File: config.mk
export PLATFORM = sky130hd
export DESIGN_NAME = pixel_serializer
export DESIGN_NICKNAME = d
export VERILOG_FILES = /design/src/source/chroni_pkg.sv /design/src/source/pixel_serializer.sv
export SDC_FILE = /design/constraint.sdc
export NUM_CORES = 1
export LEC_CHECK = 0
export ABC_AREA = 1
export BUFFER_PORTS_ARGS = -buffer_cell sky130_fd_sc_hd__buf_2
export CAP_MARGIN = 20
export CORE_ASPECT_RATIO = 0.5
export CORE_UTILIZATION = 52
export CTS_CLUSTER_DIAMETER = 50
export CTS_CLUSTER_SIZE = 40
export DETAILED_ROUTE_END_ITERATION = 8
export PLACE_DENSITY = 0.75
export SLEW_MARGIN = 20
export SYNTH_ARGS = -nofsm -noshare
export SYNTH_HDL_FRONTEND = slang
export SYNTH_SLANG_ARGS = --single-unit
File: constraint.sdc
create_clock -name sys_clk -period 2.1 [get_ports sys_clk]
set_clock_uncertainty 0.15 [all_clocks]
set_input_delay 0.105 -clock sys_clk [delete_from_list [all_inputs] [get_ports sys_clk]]
set_output_delay 0.105 -clock sys_clk [all_outputs]
set_load 0.005 [all_outputs]
File: src/source/chroni_pkg.sv
package chroni_pkg;

   localparam int vram_addr_w = 17;
   typedef logic [vram_addr_w-1:0] vram_addr_t;

   localparam int text_columns = 4;
   typedef logic [1:0] col_idx_t;
   typedef logic [4:0] pixel_x_t;
   typedef logic [3:0] color_t;

   localparam int vram_read_latency = 2;   // address to data, in cycles
   localparam int font_rows = 8;

   // register window at 0x900x
   localparam logic [11:0] reg_window_base = 12'h900;
   localparam logic [3:0]  reg_dl_lo     = 4'd0;
   localparam logic [3:0]  reg_dl_hi     = 4'd1;
   localparam logic [3:0]  reg_vram_lo   = 4'd6;
   localparam logic [3:0]  reg_vram_mid  = 4'd7;
   localparam logic [3:0]  reg_vram_hi   = 4'd8;
   localparam logic [3:0]  reg_vram_data = 4'd9;

   localparam logic [3:0] dl_end = 4'd1;
   localparam int dl_lms_bit = 6;

   typedef struct packed {
      logic [15:0] addr;
      logic [7:0]  data;
   } cpu_write_t;

   typedef struct packed {
      vram_addr_t addr;
      logic [7:0] data;
   } vram_write_t;

   typedef struct packed {
      logic [7:0] bits;
      color_t     on_color;
      color_t     off_color;
      pixel_x_t   x;
   } font_job_t;

   typedef struct packed {
      pixel_x_t x;
      color_t   color;
   } pixel_t;

endpackage

File: src/source/pixel_serializer.sv
`timescale 1ns/1ps

module pixel_serializer (
   input  logic                  sys_clk,
   input  logic                  rst,
   input  chroni_pkg::font_job_t job,
   input  logic                  job_valid,
   output logic                  ser_busy,
   output chroni_pkg::pixel_t    pixel,
   output logic                  pixel_valid
);
   import chroni_pkg::*;

   font_job_t  cur;    // bits shift out msb first, x steps per pixel
   logic [3:0] left;

   assign ser_busy = (left != '0);

   always_ff @(posedge sys_clk) begin
      if (rst) begin
         left <= '0;
         pixel_valid <= 1'b0;
      end else begin
         pixel_valid <= ser_busy;
         if (job_valid && !ser_busy) begin
            cur <= job;
            left <= 4'd8;   // one pixel per font bit
         end else if (ser_busy) begin
            pixel.x <= cur.x;
            pixel.color <= cur.bits[7] ? cur.on_color : cur.off_color;
            cur.bits <= {cur.bits[6:0], 1'b0};
            cur.x <= cur.x + 1'b1;
            left <= left - 1'b1;
         end
      end
   end

endmodule

# == Word-level counts from Yosys, hierarchy flattened ==
# Index checks and enable logic that the tools add are counted.
# op_classes
addsub,2
mul,0
n_div,0
order_cmp,0
n_eq_ne,0
shift,0
n_mux,7
bitwise_logic,2
reduce_logical,8
# op_table
cell,count
two-way mux 8 bit,2
two-way mux 4 bit,3
two-way mux 5 bit,2
"adder 5 x 1 -> 5 bit, second input constant",1
AND reduction 2 bit,2
nonzero test 4 bit,1
"subtractor 4 x 1 -> 4 bit, second input constant",1
AND reduction 3 bit,1
NOT 1 bit,2
nonzero test 2 bit,1
OR reduction 2 bit,1
logical AND 1 bit,1
logical NOT 1 bit,1
# word_totals
register_bits,35
latchBits,0
mem_bits_rw,0
mem_bits_ro,0
output_inout_bits,11
elab_cells,28
memories,0

# == Depth between registers and ports, before layout ==
# Gate-level depths: netlist (run 1).
# logic_depth
depth_word,5
mapped_depth,7
depth_no_buf,6

# == Least setup slack after synthesis (run 1) ==
# No wires, ideal clock.
# synth_timing
path_kind,reg-to-reg
from,register left[0]
to,register cur[10] (netlist bit) (enable)
setup_time_ns,0.371
arrival_time_ns,1.367
slack_ns,0.212
stages_incl_launch_ff,6
period_less_slack_ns,1.888
cell_sequence,dfxtp_1 inv_1 ha_1 nand3_4 buf_2 nor2_1
# synth_between
elab_chain_len,4
# synth_rtl
item,line,source
"start, declared",pixel_serializer.sv:15,logic [3:0] left;
"start signal, assigned",pixel_serializer.sv:33,left <= left - 1'b1;
nonzero test 4 bit,pixel_serializer.sv:17,assign ser_busy = (left != '0);
logical NOT 1 bit,pixel_serializer.sv:25,if (job_valid && !ser_busy) begin
logical AND 1 bit,pixel_serializer.sv:25,
AND reduction 2 bit (no line),--,
"end signal, assigned",pixel_serializer.sv:26,cur <= job;
"end, declared",pixel_serializer.sv:14,font_job_t cur;
# No other way between the ends.
# A chain may end at the register's enable or synchronous reset.

# == Final worst setup path (run 1) ==
# layout_timing
from,register left[0]
to,register cur[19] (netlist bit) (enable)
# layout_between
elab_chain_len,5
# layout_rtl
item,line
nonzero test 4 bit (*),pixel_serializer.sv:17
logical NOT 1 bit,pixel_serializer.sv:25
logical AND 1 bit,pixel_serializer.sv:25
nonzero test 2 bit (no line) (*),--
AND reduction 2 bit (no line) (*),--
# Every way passes the cells marked *; elsewhere a longest branch is shown, timed or not.

==> results of run 1 <==
-- final timing paths --
kind / end / depth (start not counted)
setup reg to reg: cur[19] / 5
setup / recovery: cur[19] / 5
hold / removal: left[3] / 5
hold reg to reg: left[0] / 2
-- kinds of logic (layout without fill, tap and decap cells) --
| logic type | after synthesis | count (layout) | synth area share |
|---|---|---|---|
| flip-flops | 35 | 35 | 0.686 |
| multiplexers | 4 | 4 | 0.0309 |
| XOR/XNOR | 2 | 2 | 0.0120 |
| AND/OR/NAND/NOR | 63 | 63 | 0.188 |
| AO/OA/AOI/OAI | 3 | 3 | 0.0103 |
| adder cells (fa/ha/maj) | 3 | 3 | 0.0257 |
| buffers and inverters | 16 | 80 | 0.0472 |
-- flip-flops by register name, summed over array words and instances (netlist names) --
| signal | cells |
|---|---|
| left | 4 |
| pixel_valid | 1 |
| cur | 21 |
| pixel | 9 |
-- routing by layer --
layer	up-vias	wire length, um	GRT usage
li1	544	-	-
met1	452	1130	0.214
met2	41	1330	0.321
met3	7	194	0.0721
met4	0	34	0.0962
met5	-	0	0
-- report_power, final --
part	internal, W	switching, W	total [W]
clock network	0.000231	0.000237	0.000468
registers	0.00109	0.000127	0.00121
logic	0.000326	0.000427	0.000754
total	0.00165	0.000791	0.00244
-- cell type report --
cell class                      instances  area (sq um)
Clock inverter                          2          12.5
Inverter                               14          52.6
Sequential cell                        35          1000
Multi-Input combinational cell         75           389
Clock buffer                            6          72.6
Fill cell                             190           656
Tap cell                               37          46.3
Timing Repair Buffer                   58           405
-- worst min-delay path: stages --
cell and delay, ps:
buf_2 120, inv_1 50, nand3_1 70, nand2_1 80, a21oi_1 50
-- stage by stage --
step                instances  hold WS (ps)  power [W]
floorplan                 126          27.4    0.00171
global placement          197           133    0.00191
detailed placement        197           133    0.00194
CTS                       227          72.0    0.00244
global route              227          81.9    0.00258
finish                    227          78.2    0.00244
-- placed cells by master, fill, tap and decap left out, types with 2 or more instances in the layout --
cell,Yosys,routed
edfxtp_1,30,30
ha_1,3,3
clkbuf_8,0,5
inv_1,13,13
buf_4,0,2
dfxtp_1,5,5
dlygate4sd3_1,0,22
buf_2,1,34
nor2_1,5,5
nand3_1,8,8
mux2_2,4,4
nand2_1,45,45
nand4_1,2,2
a21oi_1,3,3
-- repair_timing --
| action | in CTS | in global routing |
|---|---|---|
| setup endpoints to repair | 0 | 0 |
| hold buffers | 22 | 0 |
| resized for setup | 0 | 0 |
| buffers inserted | 0 | 0 |
| endpoints found under the hold margin | 23 | 0 |
==> impl_results.md, run 1 <==
- Layout Nets: 216
- Worst min path class: input port to register
- Top post-synthesis cells by area: edfxtp_1 (62%), nand2_1 (12%), dfxtp_1 (6.9%)
- Synth area leader: edfxtp_1
- Gr usage total: 0.187
- Routed WL per cell: 11.9 um
- Worst-path maximum fanout: 13
- Final non-filler cell area: 0.00198 sq mm
- Drt pass-1 iters: 4
- Post-Synthesis Cells: 126
- CTS tree: done
- EDFF count, synth: 30
- Placer Congestion: 0.759
- Final antenna diode count: 0
- Port bufs: 34
- Slew Limit Fails: 0
- Syn_area_per_cell: 11.6 sq um
- CP arrival: 1560 ps
- Status: completed
- Endpoint class of the critical path: register
- Reg2reg start: left[0]
- Site row count: 13
- Horiz. Die Dim: 76.9 um
- Die Area: 0.00303 sq mm
- Root buf cell: clkbuf_8
- Async SR Flop Fraction: 0
- Setup crit start kind: register
- Number of buffers created by CTS: 5
- Dpl cell area: 0.00167 sq mm
- Top FF cell, synth: edfxtp_1
- First-pass GRT wire length: 3890 um
- Final setup margin: 313 ps
- Initial antenna violation count: 0
- Top post-synthesis cells by count: nand2_1 (45), edfxtp_1 (30), inv_1 (13)
- Setup TNS: 0 ps
- Pwr/cell area: 1230 mW/mm^2
- Slowest-stage cell, CP: inv_1
- Crit path kind: register to register
- RSZ-0062 raised after global routing: no
- Vias in the first global route: 905
- Sequential fraction of the synthesis area: 0.686
- Max-cap viol count: 0
- Clk Latency, worst-skew pair: 280 ps
- CP peak stage delay: 380 ps
- Leakage: 0.884 nW
- Starting Density: 0.554
- CTS max path bufs: 2
- Fin. Hold Viols: 0
- Most numerous cell on the critical path: inv_1
- Synthesis warning total: 0
- Number of buffers and inverters on the critical path: 2
- Final core utilization: 0.751
- Worst vdd ir: 0.531 mV
- Vias per cell: 4.60
- Mapped cell area: 0.00146 sq mm
- Slew margin rel.: 0.665
- Flop2flop setup slack: 310 ps
- Drt drc: 0
- DP Wirelength: 1600 um
- # IOs: 35
- Area Growth Syn to Fin: 35.7%
- Crit path from: left[0]
- Placeable Area: 0.00264 sq mm
- Yosys top cell area share: 0.617
- Total routed wirelength: 2690 um
- CP top delay family: buffers and inverters
- Most frequent cell after synthesis: nand2_1
- Least-Margin Pin Slew: 501 ps
- Global route overflow: 0
- Die extent in y: 39.5 um
- Ratio of final minimum period to clock period: 0.851
- 1st-iter DRT viols: 59
- Worst-path clk slew: 70 ps
- H-tree levels: 2
- Detail Route Antenna Nets: 0
- Largest net degree at the start of global routing: 17
- Setup Slack @ Placement: 315 ps
- Yosys reg bits: 35
- Num Clock Sinks: 35
- Fin crit period: 1790 ps
- Fmax achieved: 560 MHz
- Synthesized net count: 153
- CP Cell Sequence: inv_1, ha_1, nand3_1, nand2_1, inv_1
- Setup violations, final: 0
- CP Data Required Time: 1870 ps
- Total number of vias: 1044
- Beginning of the worst hold path: job_valid
- Layout cell share with drive strength beyond 1: 0.263
- Yosys cell types: 18
(Power assumes the default switching activity.)
==> run 2: changes to the inputs <==
--- a/config.mk
+++ b/config.mk
@@ -5,15 +5,14 @@
 export SDC_FILE = /design/constraint.sdc
 export NUM_CORES = 1
 export LEC_CHECK = 0
-export ABC_AREA = 1
 export BUFFER_PORTS_ARGS = -buffer_cell sky130_fd_sc_hd__buf_2
 export CAP_MARGIN = 20
 export CORE_ASPECT_RATIO = 0.5
-export CORE_UTILIZATION = 52
+export CORE_UTILIZATION = 51
 export CTS_CLUSTER_DIAMETER = 50
 export CTS_CLUSTER_SIZE = 40
 export DETAILED_ROUTE_END_ITERATION = 8
-export PLACE_DENSITY = 0.75
+export PLACE_DENSITY = 0.74
 export SLEW_MARGIN = 20
 export SYNTH_ARGS = -nofsm -noshare
 export SYNTH_HDL_FRONTEND = slang
==> impl_results.md, run 2 <==
- Max reg flops: 21
- Reg2Reg Depth: 5
- Synthesized net count: 117
- Die Area: 0.00301 sq mm
- Port bufs: 34
- Root buf cell: clkbuf_8
- Biggest register: cur
- Fmax achieved: 501 MHz
- Setup violations, final: 0
- Pwr/cell area: 1270 mW/mm^2
- Clock network fraction of total power: 0.192
- Largest net degree at the start of global routing: 19
- Switching pwr: 0.000766 W
- CP Cell Sequence: inv_1, ha_2, nor4bb_4, buf_6, mux2_2
- Status: completed
- Vias in the first global route: 878
- Ratio of final minimum period to clock period: 0.951
- CTS max path bufs: 2
- Final Total Pwr: 0.00249 W
- Least-Margin Pin Slew: 481 ps
- Starting Density: 0.542
- Max-cap viol count: 0
- EDFF count, synth: 30
- Largest registers: cur: 21 flops, pixel: 9 flops, left: 4 flops
- Layout Nets: 180
- Slew margin rel.: 0.679
- RSZ-0062 raised after global routing: no
- Area Growth Syn to Fin: 38.5%
- Total routed wirelength: 2810 um
- Syn_area_per_cell: 15.8 sq um
- Worst vdd ir: 0.743 mV
- Final antenna diode count: 0
- Post-Synthesis Cells: 90
- Sequential fraction of the synthesis area: 0.705
- First-pass GRT wire length: 4200 um
- Hold depth: 4
- Fin. Hold Viols: 0
- Slowest-stage cell, CP: mux2_2
- Total number of vias: 950
- Number of buffers created by CTS: 5
- Fin crit period: 2000 ps
- Clk Latency, worst-skew pair: 290 ps
- Switch share: 0.307
- Die extent in y: 39.3 um
- Drt pass-1 iters: 4
- Worst-path clk slew: 70 ps
- Most frequent cell after synthesis: edfxtp_1
- Top FF cell, synth: edfxtp_1
- CP arrival: 1880 ps
- Worst min path class: input port to register
- Setup crit start kind: register
- CTS tree: done
- Setup TNS: 0 ps
- Final core utilization: 0.751
- Synth area leader: edfxtp_1
- 1st-iter DRT viols: 38
- Detail Route Antenna Nets: 0
- Num Clock Sinks: 35
- Levels on crit path: 5
- CP top delay family: multiplexers
- Global route overflow: 0
- Reg power frac: 0.485
- Top post-synthesis cells by count: edfxtp_1 (30), mux2_2 (12), dfxtp_1 (5), inv_1 (5)
- Number of buffers and inverters on the critical path: 2
- Endpoint class of the critical path: register
- Drt drc: 0
- Vias per cell: 4.97
- Placeable Area: 0.00262 sq mm
- Dpl cells: 161
- Logic pwr share: 0.323
- Crit path kind: register to register
- Mapped cell area: 0.00142 sq mm
- Internal power: 0.00173 W
- Async SR Flop Fraction: 0
- Site row count: 13
- Cell Count, Final, Fillers Out: 191
- Yosys top cell area share: 0.635
- Placer Congestion: 0.757
- Yosys cell types: 24
- Routed WL per cell: 14.7 um
- # IOs: 35
- CP peak stage delay: 370 ps
- Commonest non-fill, non-tap cell in the layout: buf_2
- Layout cell share with drive strength beyond 1: 0.403
- Worst-path maximum fanout: 18
- Horiz. Die Dim: 76.6 um
- Most frequent cells in the layout: buf_2 (34), edfxtp_1 (30), dlygate4sd3_1 (22), mux2_2 (12)
- Synthesis warning total: 0
- Slew Limit Fails: 0
- Yosys reg bits: 35
- Initial antenna violation count: 0
- Gr usage total: 0.206
- H-tree levels: 2
- CP Data Required Time: 1980 ps
- Leakage: 0.759 nW
- DP Wirelength: 1470 um
- Top post-synthesis cells by area: edfxtp_1 (63%), mux2_2 (9.5%), dfxtp_1 (7.1%)
## run 2: power by group through the flow
| stage | Combinational, W | Sequential, W | Clock (W) |
|---|---|---|---|
| final | 0.000805 | 0.00121 | 0.000479 |
| after global routing | 0.000901 | 0.00123 | 0.000509 |
| after CTS | 0.000764 | 0.00119 | 0.000478 |
| after detailed placement | 0.000726 | 0.00121 | 0 |
| after global placement | 0.000703 | 0.00120 | 0 |
| after floorplan | 0.000536 | 0.00119 | 0 |
## run 2: stage by stage
step | hold slack (ps) | area [sq um] | worst slack [ps]
after global placement | 133 | 1640 | 180
after detailed placement | 133 | 1640 | 128
final | 30.1 | 1970 | 103
after CTS | 18.8 | 1950 | 109
after global routing | 70.2 | 1970 | 17.3
after floorplan | 53.9 | 1420 | 46.6
## run 2: metal layers
metal / up-vias / GRT usage / wire length, um
li1: 455 / - / -
met1: 457 / 0.243 / 1240
met2: 29 / 0.345 / 1360
met3: 9 / 0.0698 / 130
met4: 0 / 0.125 / 80
met5: - / 0 / 0
## run 2: worst min-delay path, cell delays in order
cell and delay (ps):
buf_2 100, inv_1 70, nand3_1 80, a21oi_1 60
## run 2: cells by family (layout without fill, tap and decap cells)
kind of cell               count (synthesis)  count (layout)  synth area share
muxes                                     12              12            0.0952
adders and majority gates                  3               3            0.0265
xor gates and xnor gates                   5               5            0.0309
AOI/OAI and AO/OA                          9               9            0.0362
and+or+nand+nor                           18              18            0.0741
buffers and inverters                      8              72            0.0317
DFF                                       35              35             0.705
## run 2: final cells by class
cell class / instances / area, sq um
sequential: 35 / 1000
fill: 163 / 653
timing repair buffer: 59 / 417
multi-input combinational: 47 / 398
clock buffer: 6 / 72.6
tap: 37 / 46.3
inverter: 5 / 18.8
clock inverter: 2 / 12.5
## run 2: path summary, 6_finish.rpt
kind | endpoint | startpoint | slack, ps
max reg2reg | cur[18] | left[0] | 100
min | left[1] | job_valid | 30
min reg2reg | pixel[5] | cur[1] | 360
max | cur[18] | left[0] | 100
## run 2: what timing repair did
| action | 4_1_cts | 5_1_grt |
|---|---|---|
| hold buffers | 22 | 0 |
| resized for setup | 0 | 4 |
| endpoints found under the setup margin | 0 | 17 |
| hold endpoints to repair | 26 | 0 |
| buffers inserted | 0 | 0 |
==> run 3: changes to the inputs <==
--- a/config.mk
+++ b/config.mk
@@ -5,9 +5,10 @@
 export SDC_FILE = /design/constraint.sdc
 export NUM_CORES = 1
 export LEC_CHECK = 0
-export BUFFER_PORTS_ARGS = -buffer_cell sky130_fd_sc_hd__buf_2
+export BUFFER_PORTS_ARGS = -buffer_cell sky130_fd_sc_hd__buf_4
 export CAP_MARGIN = 20
 export CORE_ASPECT_RATIO = 0.5
+export CORE_MARGIN = 2
 export CORE_UTILIZATION = 51
 export CTS_CLUSTER_DIAMETER = 50
 export CTS_CLUSTER_SIZE = 40
==> impl_results.md, run 3 (same netlist as run 2, synthesis figures left out) <==
- Status: completed
- Drt drc: 0
- CP top delay family: simple AND/OR/NAND/NOR gates
- Vias in the first global route: 858
- CP peak stage delay: 350 ps
- Crit path kind: register to register
- Worst vdd ir: 0.748 mV
- Leakage: 0.817 nW
- Hold_ws: 5.79 ps
- Setup crit start kind: register
- Final antenna diode count: 0
- Worst-path clk slew: 70 ps
- Layout cell share with drive strength beyond 1: 0.396
- Global route overflow: 0
- Horiz. Die Dim: 78.6 um
- Slew margin rel.: 0.703
- Number of buffers created by CTS: 5
- Fmax achieved: 513 MHz
- Cell Count, Final, Fillers Out: 191
- Final core utilization: 0.804
- RSZ-0062 raised after global routing: no
- CTS tree: done
- Max reg flops: 21
- Vias per cell: 4.80
- CP Cell Sequence: inv_1, ha_1, nor4bb_4, buf_12, mux2_2
- Drt pass-1 iters: 4
- Setup TNS: 0 ps
- Pwr/cell area: 1330 mW/mm^2
- Ratio of final minimum period to clock period: 0.928
- Worst-path maximum fanout: 18
- Die Area: 0.00325 sq mm
- H-tree levels: 2
- Gr usage total: 0.190
- Clk Latency, worst-skew pair: 290 ps
- Placeable Area: 0.00262 sq mm
- Post CTS Setup Buffer Count: 0
- 1st-iter DRT viols: 56
- Largest net degree at the start of global routing: 19
- Initial antenna violation count: 0
- CP Data Required Time: 1990 ps
- Root buf cell: clkbuf_8
- Number of buffers and inverters on the critical path: 2
- DP Wirelength: 1520 um
- Port bufs: 34
- Commonest non-fill, non-tap cell in the layout: buf_4
- First-pass GRT wire length: 4010 um
- Endpoint class of the critical path: register
- CP arrival: 1840 ps
- CTS max path bufs: 2
- Fin. Hold Viols: 0
- Max-cap viol count: 0
- Setup violations, final: 0
- Routed WL per cell: 14.2 um
- Slowest-stage cell, CP: nor4bb_4
- Least-Margin Pin Slew: 445 ps
- Layout Nets: 180
- Total number of vias: 917
- Num Clock Sinks: 35
- Detail Route Antenna Nets: 0
- Fin crit period: 1950 ps
- Die extent in y: 41.3 um
- Placer Congestion: 0.737
- Slew Limit Fails: 0
- Site row count: 13
- # IOs: 35
- Total routed wirelength: 2720 um
- Worst min path class: input port to register
- Most frequent cells in the layout: buf_4 (36), edfxtp_1 (30), dlygate4sd3_1 (22), mux2_2 (12)
- Dpl cells: 161
- Area Growth Syn to Fin: 48.3%
- Largest registers: cur: 21 flops, pixel: 9 flops, left: 4 flops
- Biggest register: cur
- Starting Density: 0.542
[run 3: per-layer routing]
| layer | up-vias | global-route usage | part of all wire |
|---|---|---|---|
| li1 | 454 | - | - |
| met1 | 429 | 0.209 | 0.42 |
| met2 | 25 | 0.325 | 0.49 |
| met3 | 9 | 0.0905 | 0.063 |
| met4 | 0 | 0.105 | 0.029 |
| met5 | - | 0 | 0 |
[run 3: cell type report]
class | count | area, sq um
clock buffer | 6 | 72.6
clock inverter | 2 | 60.1
fill | 141 | 514
inverter | 5 | 18.8
multi-input combinational | 47 | 395
sequential | 35 | 1000
tap | 37 | 46.3
timing repair buffer | 59 | 510
[run 3: worst min-delay path: stages]
cell and delay, ps:
buf_4 90, inv_1 60, nand3_1 80, a21oi_1 60
[run 3: worst paths after layout]
path,endpoint,slack [ps],startpoint,cells after the start
min reg2reg,pixel[8],340,cur[4],0
max reg2reg,cur[18],150,left[0],5
max,cur[18],150,left[0],5
min,left[1],6,job_valid,4
[run 3: report_power, final]
part           total, W  internal, W  switching [W]
Clock          0.000721     0.000474       0.000247
Combinational  0.000872     0.000490       0.000382
Sequential      0.00121      0.00107       0.000140
[run 3: through the flow]
step | instance area (sq um) | power, W | setup WS, ps
after floorplan | 1420 | 0.00172 | 46.6
after global placement | 1750 | 0.00201 | 181
after detailed placement | 1750 | 0.00204 | 140
after CTS | 2100 | 0.00280 | 128
after global routing | 2100 | 0.00295 | 90.3
final | 2100 | 0.00280 | 151
[run 3: timing repair]
item | 4_1_cts | 5_1_grt
hold buffers | 22 | 0
resized for setup | 0 | 1
endpoints found under the setup margin | 0 | 9
hold endpoints to repair | 26 | 0
